$ cat src/design/mipsCtrlPkg.sv
package mipsCtrlPkg;

	// primary opcodes
	localparam logic [5:0] opcRType = 6'h00;
	localparam logic [5:0] opcJ     = 6'h02;
	localparam logic [5:0] opcJal   = 6'h03;
	localparam logic [5:0] opcBeq   = 6'h04;
	localparam logic [5:0] opcBne   = 6'h05;
	localparam logic [5:0] opcAddi  = 6'h08;
	localparam logic [5:0] opcAddiu = 6'h09;
	localparam logic [5:0] opcSlti  = 6'h0a;
	localparam logic [5:0] opcSltiu = 6'h0b;
	localparam logic [5:0] opcAndi  = 6'h0c;
	localparam logic [5:0] opcOri   = 6'h0d;
	localparam logic [5:0] opcXori  = 6'h0e;
	localparam logic [5:0] opcLui   = 6'h0f;
	localparam logic [5:0] opcCop0  = 6'h10;
	localparam logic [5:0] opcLb    = 6'h20;
	localparam logic [5:0] opcLh    = 6'h21;
	localparam logic [5:0] opcLw    = 6'h23;
	localparam logic [5:0] opcLbu   = 6'h24;
	localparam logic [5:0] opcLhu   = 6'h25;
	localparam logic [5:0] opcSb    = 6'h28;
	localparam logic [5:0] opcSh    = 6'h29;
	localparam logic [5:0] opcSw    = 6'h2b;

	// R-type funct codes
	localparam logic [5:0] funSll     = 6'h00;
	localparam logic [5:0] funSrl     = 6'h02;
	localparam logic [5:0] funSra     = 6'h03;
	localparam logic [5:0] funSllv    = 6'h04;
	localparam logic [5:0] funSrlv    = 6'h06;
	localparam logic [5:0] funSrav    = 6'h07;
	localparam logic [5:0] funJr      = 6'h08;
	localparam logic [5:0] funMovz    = 6'h0a;
	localparam logic [5:0] funMovn    = 6'h0b;
	localparam logic [5:0] funSyscall = 6'h0c;
	localparam logic [5:0] funMfhi    = 6'h10;
	localparam logic [5:0] funMthi    = 6'h11;
	localparam logic [5:0] funMflo    = 6'h12;
	localparam logic [5:0] funMtlo    = 6'h13;
	localparam logic [5:0] funMult    = 6'h18;
	localparam logic [5:0] funMultu   = 6'h19;
	localparam logic [5:0] funDiv     = 6'h1a;
	localparam logic [5:0] funDivu    = 6'h1b;
	localparam logic [5:0] funAdd     = 6'h20;
	localparam logic [5:0] funAddu    = 6'h21;
	localparam logic [5:0] funSub     = 6'h22;
	localparam logic [5:0] funSubu    = 6'h23;
	localparam logic [5:0] funAnd     = 6'h24;
	localparam logic [5:0] funOr      = 6'h25;
	localparam logic [5:0] funXor     = 6'h26;
	localparam logic [5:0] funNor     = 6'h27;
	localparam logic [5:0] funSlt     = 6'h2a;
	localparam logic [5:0] funSltu    = 6'h2b;
	// ERET funct under the COP0 CO format
	localparam logic [5:0] funEret    = 6'h18;

	// COP0 formats, in the rs slot
	localparam logic [4:0] fmtMf = 5'd0;
	localparam logic [4:0] fmtMt = 5'd4;
	localparam logic [4:0] fmtCo = 5'd16;

	// cause register exception codes
	localparam logic [4:0] excCodeInt   = 5'd0;
	localparam logic [4:0] excCodeSys   = 5'd8;
	localparam logic [4:0] excCodeInstr = 5'd10;
	localparam logic [4:0] excCodeAlu   = 5'd12;

	typedef struct packed {
		logic [5:0] op;
		logic [4:0] rs;
		logic [4:0] rt;
		logic [4:0] rd;
		logic [4:0] shamt;
		logic [5:0] funct;
	} rFields_t;

	typedef struct packed {
		logic [5:0] op;
		logic [4:0] fmt;
		logic [4:0] rt;
		logic [4:0] rd;
		logic [4:0] unused;
		logic [5:0] funct;
	} copFields_t;

	// same word seen as R-type or as COP0
	typedef union packed {
		rFields_t   rView;
		copFields_t copView;
	} instr_t;

	typedef enum logic [2:0] {
		excIntOnly,
		excAluOvf,
		excSyscall,
		excReserved,
		excPrivileged
	} excClass_t;

	typedef struct packed {
		logic [1:0] regDst;
		logic [1:0] aluSrc;
		logic [2:0] memToReg;
		logic       regWrite;
		logic       memRead;
		logic       memWrite;
		logic [2:0] pcSrc;
		logic [1:0] aluOp;
		logic       cop0Write;
		logic       eret;
		logic       branchDelay;
	} ctrlWord_t;

	typedef struct packed {
		logic       occurred;
		logic [4:0] code;
	} excOut_t;

	typedef struct packed {
		ctrlWord_t ctrl;
		excClass_t excClass;
	} decodeOut_t;

endpackage
$ cat src/design/controlUnit.sv
`timescale 1ns/1ps

module controlUnit #(
	parameter int numIrq = 8
) (
	input  logic                   iCLK,
	input  logic                   rstN,
	input  mipsCtrlPkg::instr_t    instr,
	input  logic                   equal0,
	input  logic                   excLevel,
	input  logic                   aluOverflow,
	input  logic                   userMode,
	input  logic [numIrq-1:0]      pendingIrq,
	output mipsCtrlPkg::ctrlWord_t ctrl,
	output mipsCtrlPkg::excOut_t   exc
);

	mipsCtrlPkg::decodeOut_t decBus;

	// combinational decode
	opcodeDecoder uDecode (
		.instr  (instr),
		.equal0 (equal0),
		.dec    (decBus)
	);

	// exception resolution and output register
	commitStage #(
		.numIrq (numIrq)
	) uCommit (
		.iCLK        (iCLK),
		.rstN        (rstN),
		.dec         (decBus),
		.excLevel    (excLevel),
		.aluOverflow (aluOverflow),
		.userMode    (userMode),
		.pendingIrq  (pendingIrq),
		.ctrl        (ctrl),
		.exc         (exc)
	);

endmodule

$ cat src/design/commitStage.sv
`timescale 1ns/1ps

module commitStage #(
	parameter int numIrq = 8
) (
	input  logic                    iCLK,
	input  logic                    rstN,
	input  mipsCtrlPkg::decodeOut_t dec,
	input  logic                    excLevel,
	input  logic                    aluOverflow,
	input  logic                    userMode,
	input  logic [numIrq-1:0]       pendingIrq,
	output mipsCtrlPkg::ctrlWord_t  ctrl,
	output mipsCtrlPkg::excOut_t    exc
);

	logic irq;
	mipsCtrlPkg::ctrlWord_t ctrlNext;
	mipsCtrlPkg::excOut_t excNext;

	assign irq = |pendingIrq;

	always_comb
	begin
		ctrlNext = dec.ctrl;
		case (dec.excClass)
			mipsCtrlPkg::excAluOvf:
			begin
				excNext.occurred = (aluOverflow | irq) & ~excLevel;
				excNext.code = aluOverflow ? mipsCtrlPkg::excCodeAlu : mipsCtrlPkg::excCodeInt;
			end
			mipsCtrlPkg::excSyscall:
			begin
				excNext.occurred = ~excLevel;
				excNext.code = mipsCtrlPkg::excCodeSys;
			end
			mipsCtrlPkg::excReserved:
			begin
				excNext.occurred = ~excLevel;
				excNext.code = mipsCtrlPkg::excCodeInstr;
			end
			mipsCtrlPkg::excPrivileged:
			begin
				// COP0 access from user mode traps and must not take effect
				excNext.occurred = userMode;
				excNext.code = mipsCtrlPkg::excCodeInstr;
				ctrlNext.cop0Write = dec.ctrl.cop0Write & ~userMode;
				ctrlNext.eret = dec.ctrl.eret & ~userMode;
			end
			default:
			begin
				// excIntOnly
				excNext.occurred = irq & ~excLevel;
				excNext.code = mipsCtrlPkg::excCodeInt;
			end
		endcase
	end

	always_ff @(posedge iCLK)
	begin
		if (!rstN)
		begin
			ctrl <= '0;
			exc <= '0;
		end
		else
		begin
			ctrl <= ctrlNext;
			exc <= excNext;
		end
	end

endmodule

$ cat src/design/opcodeDecoder.sv
`timescale 1ns/1ps

module opcodeDecoder (
	input  mipsCtrlPkg::instr_t     instr,
	input  logic                    equal0,
	output mipsCtrlPkg::decodeOut_t dec
);

	mipsCtrlPkg::decodeOut_t rTypeDec;

	functDecoder uFunct (
		.instr  (instr),
		.equal0 (equal0),
		.dec    (rTypeDec)
	);

	always_comb
	begin
		dec.ctrl = '0;
		dec.excClass = mipsCtrlPkg::excIntOnly;
		case (instr.rView.op)
			mipsCtrlPkg::opcRType:
			begin
				dec = rTypeDec;
			end

			mipsCtrlPkg::opcSw,
			mipsCtrlPkg::opcSh,
			mipsCtrlPkg::opcSb:
			begin
				dec.ctrl.aluSrc = 2'd1;
				dec.ctrl.memWrite = 1'b1;
			end

			mipsCtrlPkg::opcLw,
			mipsCtrlPkg::opcLh,
			mipsCtrlPkg::opcLb,
			mipsCtrlPkg::opcLhu,
			mipsCtrlPkg::opcLbu:
			begin
				dec.ctrl.aluSrc = 2'd1;
				dec.ctrl.memToReg = 3'd6;
				dec.ctrl.regWrite = 1'b1;
				dec.ctrl.memRead = 1'b1;
			end

			mipsCtrlPkg::opcBeq,
			mipsCtrlPkg::opcBne:
			begin
				// BNE selects the inverted compare
				dec.ctrl.pcSrc = (instr.rView.op == mipsCtrlPkg::opcBne) ? 3'd5 : 3'd1;
				dec.ctrl.aluOp = 2'd1;
				dec.ctrl.branchDelay = 1'b1;
			end

			mipsCtrlPkg::opcJ:
			begin
				dec.ctrl.regDst = 2'd1;
				dec.ctrl.pcSrc = 3'd2;
				dec.ctrl.branchDelay = 1'b1;
			end

			mipsCtrlPkg::opcJal:
			begin
				// link into $ra
				dec.ctrl.regDst = 2'd2;
				dec.ctrl.memToReg = 3'd2;
				dec.ctrl.regWrite = 1'b1;
				dec.ctrl.pcSrc = 3'd2;
				dec.ctrl.branchDelay = 1'b1;
			end

			mipsCtrlPkg::opcAddi,
			mipsCtrlPkg::opcAddiu,
			mipsCtrlPkg::opcSlti,
			mipsCtrlPkg::opcSltiu:
			begin
				dec.ctrl.aluSrc = 2'd1;
				dec.ctrl.regWrite = 1'b1;
				dec.ctrl.aluOp = 2'd3;
				if (instr.rView.op == mipsCtrlPkg::opcAddi)
					dec.excClass = mipsCtrlPkg::excAluOvf;
			end

			mipsCtrlPkg::opcAndi,
			mipsCtrlPkg::opcOri,
			mipsCtrlPkg::opcXori:
			begin
				// zero-extended immediate
				dec.ctrl.aluSrc = 2'd2;
				dec.ctrl.regWrite = 1'b1;
				dec.ctrl.aluOp = 2'd3;
			end

			mipsCtrlPkg::opcLui:
			begin
				dec.ctrl.memToReg = 3'd3;
				dec.ctrl.regWrite = 1'b1;
			end

			mipsCtrlPkg::opcCop0:
			begin
				dec.excClass = mipsCtrlPkg::excPrivileged;
				case (instr.copView.fmt)
					mipsCtrlPkg::fmtMf:
					begin
						dec.ctrl.memToReg = 3'd5;
						dec.ctrl.regWrite = 1'b1;
					end
					mipsCtrlPkg::fmtMt:
						dec.ctrl.cop0Write = 1'b1;
					mipsCtrlPkg::fmtCo:
					begin
						if (instr.copView.funct == mipsCtrlPkg::funEret)
						begin
							dec.ctrl.pcSrc = 3'd4;
							dec.ctrl.eret = 1'b1;
						end
						else
							dec.excClass = mipsCtrlPkg::excReserved;
					end
					default:
						dec.excClass = mipsCtrlPkg::excReserved;
				endcase
			end

			default:
				dec.excClass = mipsCtrlPkg::excReserved;
		endcase
	end

endmodule

$ cat src/design/functDecoder.sv
`timescale 1ns/1ps

module functDecoder (
	input  mipsCtrlPkg::instr_t     instr,
	input  logic                    equal0,
	output mipsCtrlPkg::decodeOut_t dec
);

	always_comb
	begin
		dec.ctrl = '0;
		dec.excClass = mipsCtrlPkg::excIntOnly;
		case (instr.rView.funct)
			mipsCtrlPkg::funAdd,
			mipsCtrlPkg::funSub,
			mipsCtrlPkg::funAddu,
			mipsCtrlPkg::funSubu,
			mipsCtrlPkg::funAnd,
			mipsCtrlPkg::funOr,
			mipsCtrlPkg::funXor,
			mipsCtrlPkg::funNor,
			mipsCtrlPkg::funSlt,
			mipsCtrlPkg::funSltu,
			mipsCtrlPkg::funSll,
			mipsCtrlPkg::funSrl,
			mipsCtrlPkg::funSra,
			mipsCtrlPkg::funSllv,
			mipsCtrlPkg::funSrlv,
			mipsCtrlPkg::funSrav,
			mipsCtrlPkg::funMfhi,
			mipsCtrlPkg::funMthi,
			mipsCtrlPkg::funMflo,
			mipsCtrlPkg::funMtlo,
			mipsCtrlPkg::funMult,
			mipsCtrlPkg::funMultu,
			mipsCtrlPkg::funDiv,
			mipsCtrlPkg::funDivu:
			begin
				dec.ctrl.regDst = 2'd1;
				dec.ctrl.regWrite = 1'b1;
				dec.ctrl.aluOp = 2'd2;
				// only the signed add and sub trap
				if (instr.rView.funct == mipsCtrlPkg::funAdd ||
					instr.rView.funct == mipsCtrlPkg::funSub)
					dec.excClass = mipsCtrlPkg::excAluOvf;
			end

			mipsCtrlPkg::funMovz,
			mipsCtrlPkg::funMovn:
			begin
				dec.ctrl.regDst = 2'd1;
				dec.ctrl.memToReg = 3'd7;
				dec.excClass = mipsCtrlPkg::excAluOvf;
				if (instr.rView.funct == mipsCtrlPkg::funMovn)
				begin
					dec.ctrl.regWrite = ~equal0;
					dec.ctrl.aluOp = 2'd1;
				end
				else
					dec.ctrl.regWrite = equal0;
			end

			mipsCtrlPkg::funJr:
			begin
				dec.ctrl.pcSrc = 3'd3;
				dec.ctrl.branchDelay = 1'b1;
			end

			mipsCtrlPkg::funSyscall:
			begin
				dec.ctrl.pcSrc = 3'd4;
				dec.excClass = mipsCtrlPkg::excSyscall;
			end

			default:
				dec.excClass = mipsCtrlPkg::excReserved;
		endcase
	end

endmodule

$ cat config.mk
export PLATFORM = sky130hd
export DESIGN_NAME = controlUnit
export DESIGN_NICKNAME = d
export VERILOG_FILES = /design/src/design/mipsCtrlPkg.sv /design/src/design/controlUnit.sv /design/src/design/commitStage.sv /design/src/design/opcodeDecoder.sv /design/src/design/functDecoder.sv
export SDC_FILE = /design/constraint.sdc
export NUM_CORES = 1
export LEC_CHECK = 0
export ABC_AREA = 1
export BUFFER_PORTS_ARGS = -buffer_cell sky130_fd_sc_hd__buf_2
export CAP_MARGIN = 20
export CELL_PAD_IN_SITES_DETAIL_PLACEMENT = 1
export CELL_PAD_IN_SITES_GLOBAL_PLACEMENT = 1
export CORE_MARGIN = 5
export CORE_UTILIZATION = 33
export CTS_CLUSTER_DIAMETER = 50
export DETAILED_ROUTE_END_ITERATION = 12
export GPL_TIMING_DRIVEN = 0
export PLACE_DENSITY = 0.95
export SKIP_CTS_REPAIR_TIMING = 1
export SLEW_MARGIN = 20
export SYNTH_ARGS = -nofsm -noshare
export SYNTH_HDL_FRONTEND = slang
export SYNTH_HIERARCHICAL = 1
export SYNTH_SLANG_ARGS = --single-unit
$ cat constraint.sdc
create_clock -name iCLK -period 2.09 [get_ports iCLK]
set_input_delay 0.1045 -clock iCLK [delete_from_list [all_inputs] [get_ports iCLK]]
set_output_delay 0.1045 -clock iCLK [all_outputs]
set_load 0.01 [all_outputs]
# Word level (Yosys, flattened, before mapping)
# Index checks and enable logic that the tools add are counted.
[classes]
n_bitwise = 8
reduce_logical = 20
mux = 34
n_eq_ne = 54
[ops]
columns = ["op", "count"]
rows = [
  ["6-bit == test (second input constant)", 18],
  ["6-bit by 4-bit == test with 1-bit output (second input constant)", 12],
  ["6-bit by 5-bit == test with 1-bit output (second input constant)", 9],
  ["3-bit one-hot mux with 4 select lines", 3],
  ["6-bit by 3-bit == test with 1-bit output (second input constant)", 5],
  ["26-bit OR reduction", 1],
  ["6-bit by 2-bit == test with 1-bit output (second input constant)", 4],
  ["6-bit one-hot mux with 4 select lines", 1],
  ["24-bit OR reduction", 1],
  ["16-bit OR reduction", 1],
  ["3-bit 2-to-1 mux", 5],
  ["3-bit one-hot mux with 5 select lines", 1],
  ["14-bit OR reduction", 1],
  ["6-bit zero test", 2],
  ["2-bit one-hot mux with 3 select lines", 2],
  ["3-bit one-hot mux with 2 select lines", 2],
  ["12-bit OR reduction", 1],
  ["1-bit 2-to-1 mux", 11],
  ["4-bit 2-to-1 mux", 2],
  ["2-bit one-hot mux with 2 select lines", 2],
  ["2-bit OR reduction", 4],
  ["4-bit OR reduction", 2],
  ["8-bit OR reduction", 1],
  ["7-bit OR reduction", 1],
  ["15 further kinds", 24],
]
[totals]
output_inout_bits = 24
register_bits = 24
elab_cells = 129
in_bits = 46

# Longest topological paths before layout
[depth]
ltp_word = 7
depth_mapped = 18

# Modules after synthesis
# Netlist, hierarchy kept.
[modules_own_cells]
columns = ["module", "area_each_um2", "n_inst", "seq_area_each_um2", "cells_each"]
rows = [
  ["commitStage", 733.2, 1, 440.4, 89],
  ["opcodeDecoder", 521.8, 1, 0.0, 111],
  ["functDecoder", 312.8, 1, 0.0, 59],
]

# Worst setup path after synthesis
# No wires, ideal clock.
[synth_path]
path_type = "input to register"
start = "input port instr[3] (netlist bit)"
end = "register uCommit/ctrl[1] (netlist name)"
arrival_ps = 1259
path_buffers = 0
stages = 17
slack_ps = 721
required_ps = 1980
cell_sequence = "inv_1 > nor2_1 > nand3_1 > nand2_2 > nor2_2 > nand3_2 > nand2_1 > a21oi_1 > nand2_1 > inv_1 > nand2_1 > inv_2 > nand3_2 > inv_1 > nand2_2 > nand3_1 > inv_1"
[synth_lines]
columns = ["item", "line_no", "source"]
rows = [
  ["start: declaration", "controlUnit.sv:8", "input mipsCtrlPkg::instr_t instr,"],
]

==> Implementation_results.wiki <==
{| class="wikitable"
! Metric !! Value
|-
| Run status || finished, final reports clean
|-
| Input/output buffers || 51
|-
| Pin count of the biggest net entering global routing || 12
|-
| Total Routing Usage GR || 0.149
|-
| Clock-pin slew reported for the worst setup and hold paths after clock tree synthesis || 0.07 ns
|-
| Dominant cells by area after synthesis || sky130_fd_sc_hd__dfxtp_1 (28%), sky130_fd_sc_hd__nand2_1 (19%), sky130_fd_sc_hd__inv_1 (9.1%), sky130_fd_sc_hd__nand3_1 (8.3%), sky130_fd_sc_hd__buf_4 (7.2%)
|-
| Netlist Area Pre-Place || 1570 um^2
|-
| Clk buf depth || 2
|-
| Min-Delay Path Class || input pin to flop
|-
| Congestion Overflow GR || 0
|-
| Number of vias after detailed routing || 1716
|-
| Biggest area consumer among synthesized cells || sky130_fd_sc_hd__dfxtp_1
|-
| Rows || 25
|-
| Mean instance size in the synthesized netlist || 6.05 um^2
|-
| Placeable core region || 4660 um^2
|-
| Post-route fraction of the period consumed by the critical path || 0.711
|-
| Cell count after synthesis || 259
|-
| Fraction of synthesized cell area taken by the top area cell type || 0.281
|-
| Via/cell ratio || 4.58
|-
| Antenna diodes || 0
|-
| Worst setup path start || instr[3]
|-
| HPWL reported at the end of detailed placement || 3820 um
|-
| CP Data Arrival Time || 1.64 ns
|-
| Fraction of registers with async set/reset || 0
|-
| Max H-tree Level || 1
|-
| Number of antenna violations at the first check in global routing || 0
|-
| Share of cells above drive strength 1 || 0.308
|-
| Clk root buf || sky130_fd_sc_hd__clkbuf_8
|-
| Dominant cell type by count on the critical path || sky130_fd_sc_hd__inv_1
|-
| Crit. End Element || flop
|-
| Sinks on Clock Net || 22
|-
| Setup repair after global routing missed its margin || no
|-
| Min Tclk post-route || 1.49 ns
|-
| Global-route wire length before repair || 7490 um
|-
| Prevailing post-synth register cell || sky130_fd_sc_hd__dfxtp_1
|-
| Detailed Routing Iterations Pass 1 || 4
|-
| Power Density || 460 nW/um^2
|-
| Wirelength, routed || 4620 um
|-
| Number of standard cells in the layout, taps in and fillers out || 375
|-
| Register bit total from synthesis || 22
|-
| Standard cell with the maximum stage delay on the critical path || sky130_fd_sc_hd__nor2_1
|-
| Leading cell types by count after synthesis || sky130_fd_sc_hd__nand2_1 (81), sky130_fd_sc_hd__inv_1 (38), sky130_fd_sc_hd__nand3_1 (26), sky130_fd_sc_hd__nor2_1 (26), sky130_fd_sc_hd__dfxtp_1 (22)
|-
| Cell Chain, Critical Path || buf_2, inv_1, nor2_1, nand3_2, nand2_2, nor2_2, nand3_2, nand2_1, a21oi_1, nand2_1, inv_1, nand2_1, inv_2, nand3_2, inv_1, nand2_2, nand3_1, inv_1
|-
| DRT antenna net count || 0
|-
| Sequential cell area fraction in the yosys report || 0.281
|-
| Peak clock frequency supported by timing || 673 MHz
|-
| Number of DRC markers in iteration 0 || 68
|-
| Critical Path Source Type || input pin
|-
| Final setup violating endpoints || 0
|-
| Width of the die || 78.9 um
|-
| VDD IR max || 0.179 mV
|-
| Count of flip-flops with a built-in enable after synthesis || 0
|-
| Final cell utilization of the core || 0.421
|-
| Synth Warn # || 6
|-
| Crit path largest cell delay || 0.14 ns
|-
| Total Nets Final || 369
|-
| CTS tree || yes
|-
| Detail-routed net length per standard cell || 12.3 um
|-
| Number of buffer and inverter stages on the critical path || 6
|-
| Number of cells after detailed placement || 372
|-
| Hold_ws || 0.115 ns
|-
| Floorplan die area || 6230 um^2
|-
| # DRC || 0
|-
| Most used standard cell by instance count after synthesis || sky130_fd_sc_hd__nand2_1
|-
| Initial Util || 0.336
|-
| Area Growth Syn to Fin || 25.1%
|-
| Total CTS buffers || 3
|-
| Unique masters post-synth || 29
|-
| Final total negative setup slack || 0 ns
|-
| Start-to-end type of the worst setup path || input pin to flop
|-
| Hold path start || excLevel
|-
| Max Transition Viols Final || 0
|-
| Boundary Pins || 70
|-
| GPL Wtd Cong || 0.872
|-
| Crit path max fanout || 5
|-
| Data required time at the worst endpoint || 2.25 ns
|-
| Die height || 78.9 um
|-
| Final Hold Violating Endpoints || 0
|-
| Family with the most delay on the worst path || simple AND/OR/NAND/NOR gates
|-
| Leakage power summed over all cells || 1.26 nW
|-
| Max-Cap Viols || 0
|-
| Vias in the first global route || 1766
|}
==> cells in the final DEF, fill, tap and decap left out, types with 6 or more instances in the layout <==
| master | n |
|---|---|
| sky130_fd_sc_hd__buf_2 | 52 |
| sky130_fd_sc_hd__inv_2 | 6 |
| sky130_fd_sc_hd__nor2_2 | 7 |
| sky130_fd_sc_hd__conb_1 | 10 |
| sky130_fd_sc_hd__nand2_1 | 81 |
| sky130_fd_sc_hd__nor2_1 | 26 |
| sky130_fd_sc_hd__inv_1 | 38 |
| sky130_fd_sc_hd__buf_4 | 15 |
| sky130_fd_sc_hd__dfxtp_1 | 22 |
| sky130_fd_sc_hd__nand3_1 | 26 |
| sky130_fd_sc_hd__nand4_1 | 6 |
==> cells by family after synthesis <==
kind of cell	count (synthesis)	share of synthesized area
DFF	22	0.281
xor gates and xnor gates	1	0.00559
AOI/OAI and AO/OA	10	0.0399
buffers and inverters	62	0.190
other	2	0.00479
and+or+nand+nor	162	0.479
==> power breakdown <==
part	switching (W)	internal [W]
combinational	0.000129	0.0000833
clock	0.000127	0.000129
sequential	0.00000241	0.000432
==> sequential cells by signal, summed over array words and instances, names as in the netlist <==
signal,flops
uCommit/ctrl,18
uCommit/exc,4
==> path summary, 6_finish.rpt <==
kind	endpoint	slack, ns	cells after the start
worst max-delay path	uCommit/ctrl[1]	0.60	18
worst min-delay path	uCommit/exc[5]	0.11	4
==> area by class of cell <==
cell class              instances  area, um^2
plain buffers                  17         129
clock buffers                   3        41.3
fillers                       689        2700
inverters                      45         169
multi-input cells             183         860
flip-flops and latches         22         440
well taps                      54        67.6
repair buffers                 51         255
==> per-layer routing <==
layer	routed length, um	GRT usage
met5	0	0
met4	110	0.0739
met1	1890	0.168
met3	211	0.0113
met2	2410	0.281
==> through the flow <==
stage                     area [um^2]  power, W  setup WS (ns)
after floorplan                  1600  0.000575          0.721
after global placement           1920  0.000645          0.414
after detailed placement         1920  0.000654          0.340
after CTS                        1960  0.000910          0.602
after global routing             1960  0.000953          0.373
final                            1960  0.000902          0.604
No activity file was read; power rests on OpenSTA's default activity.
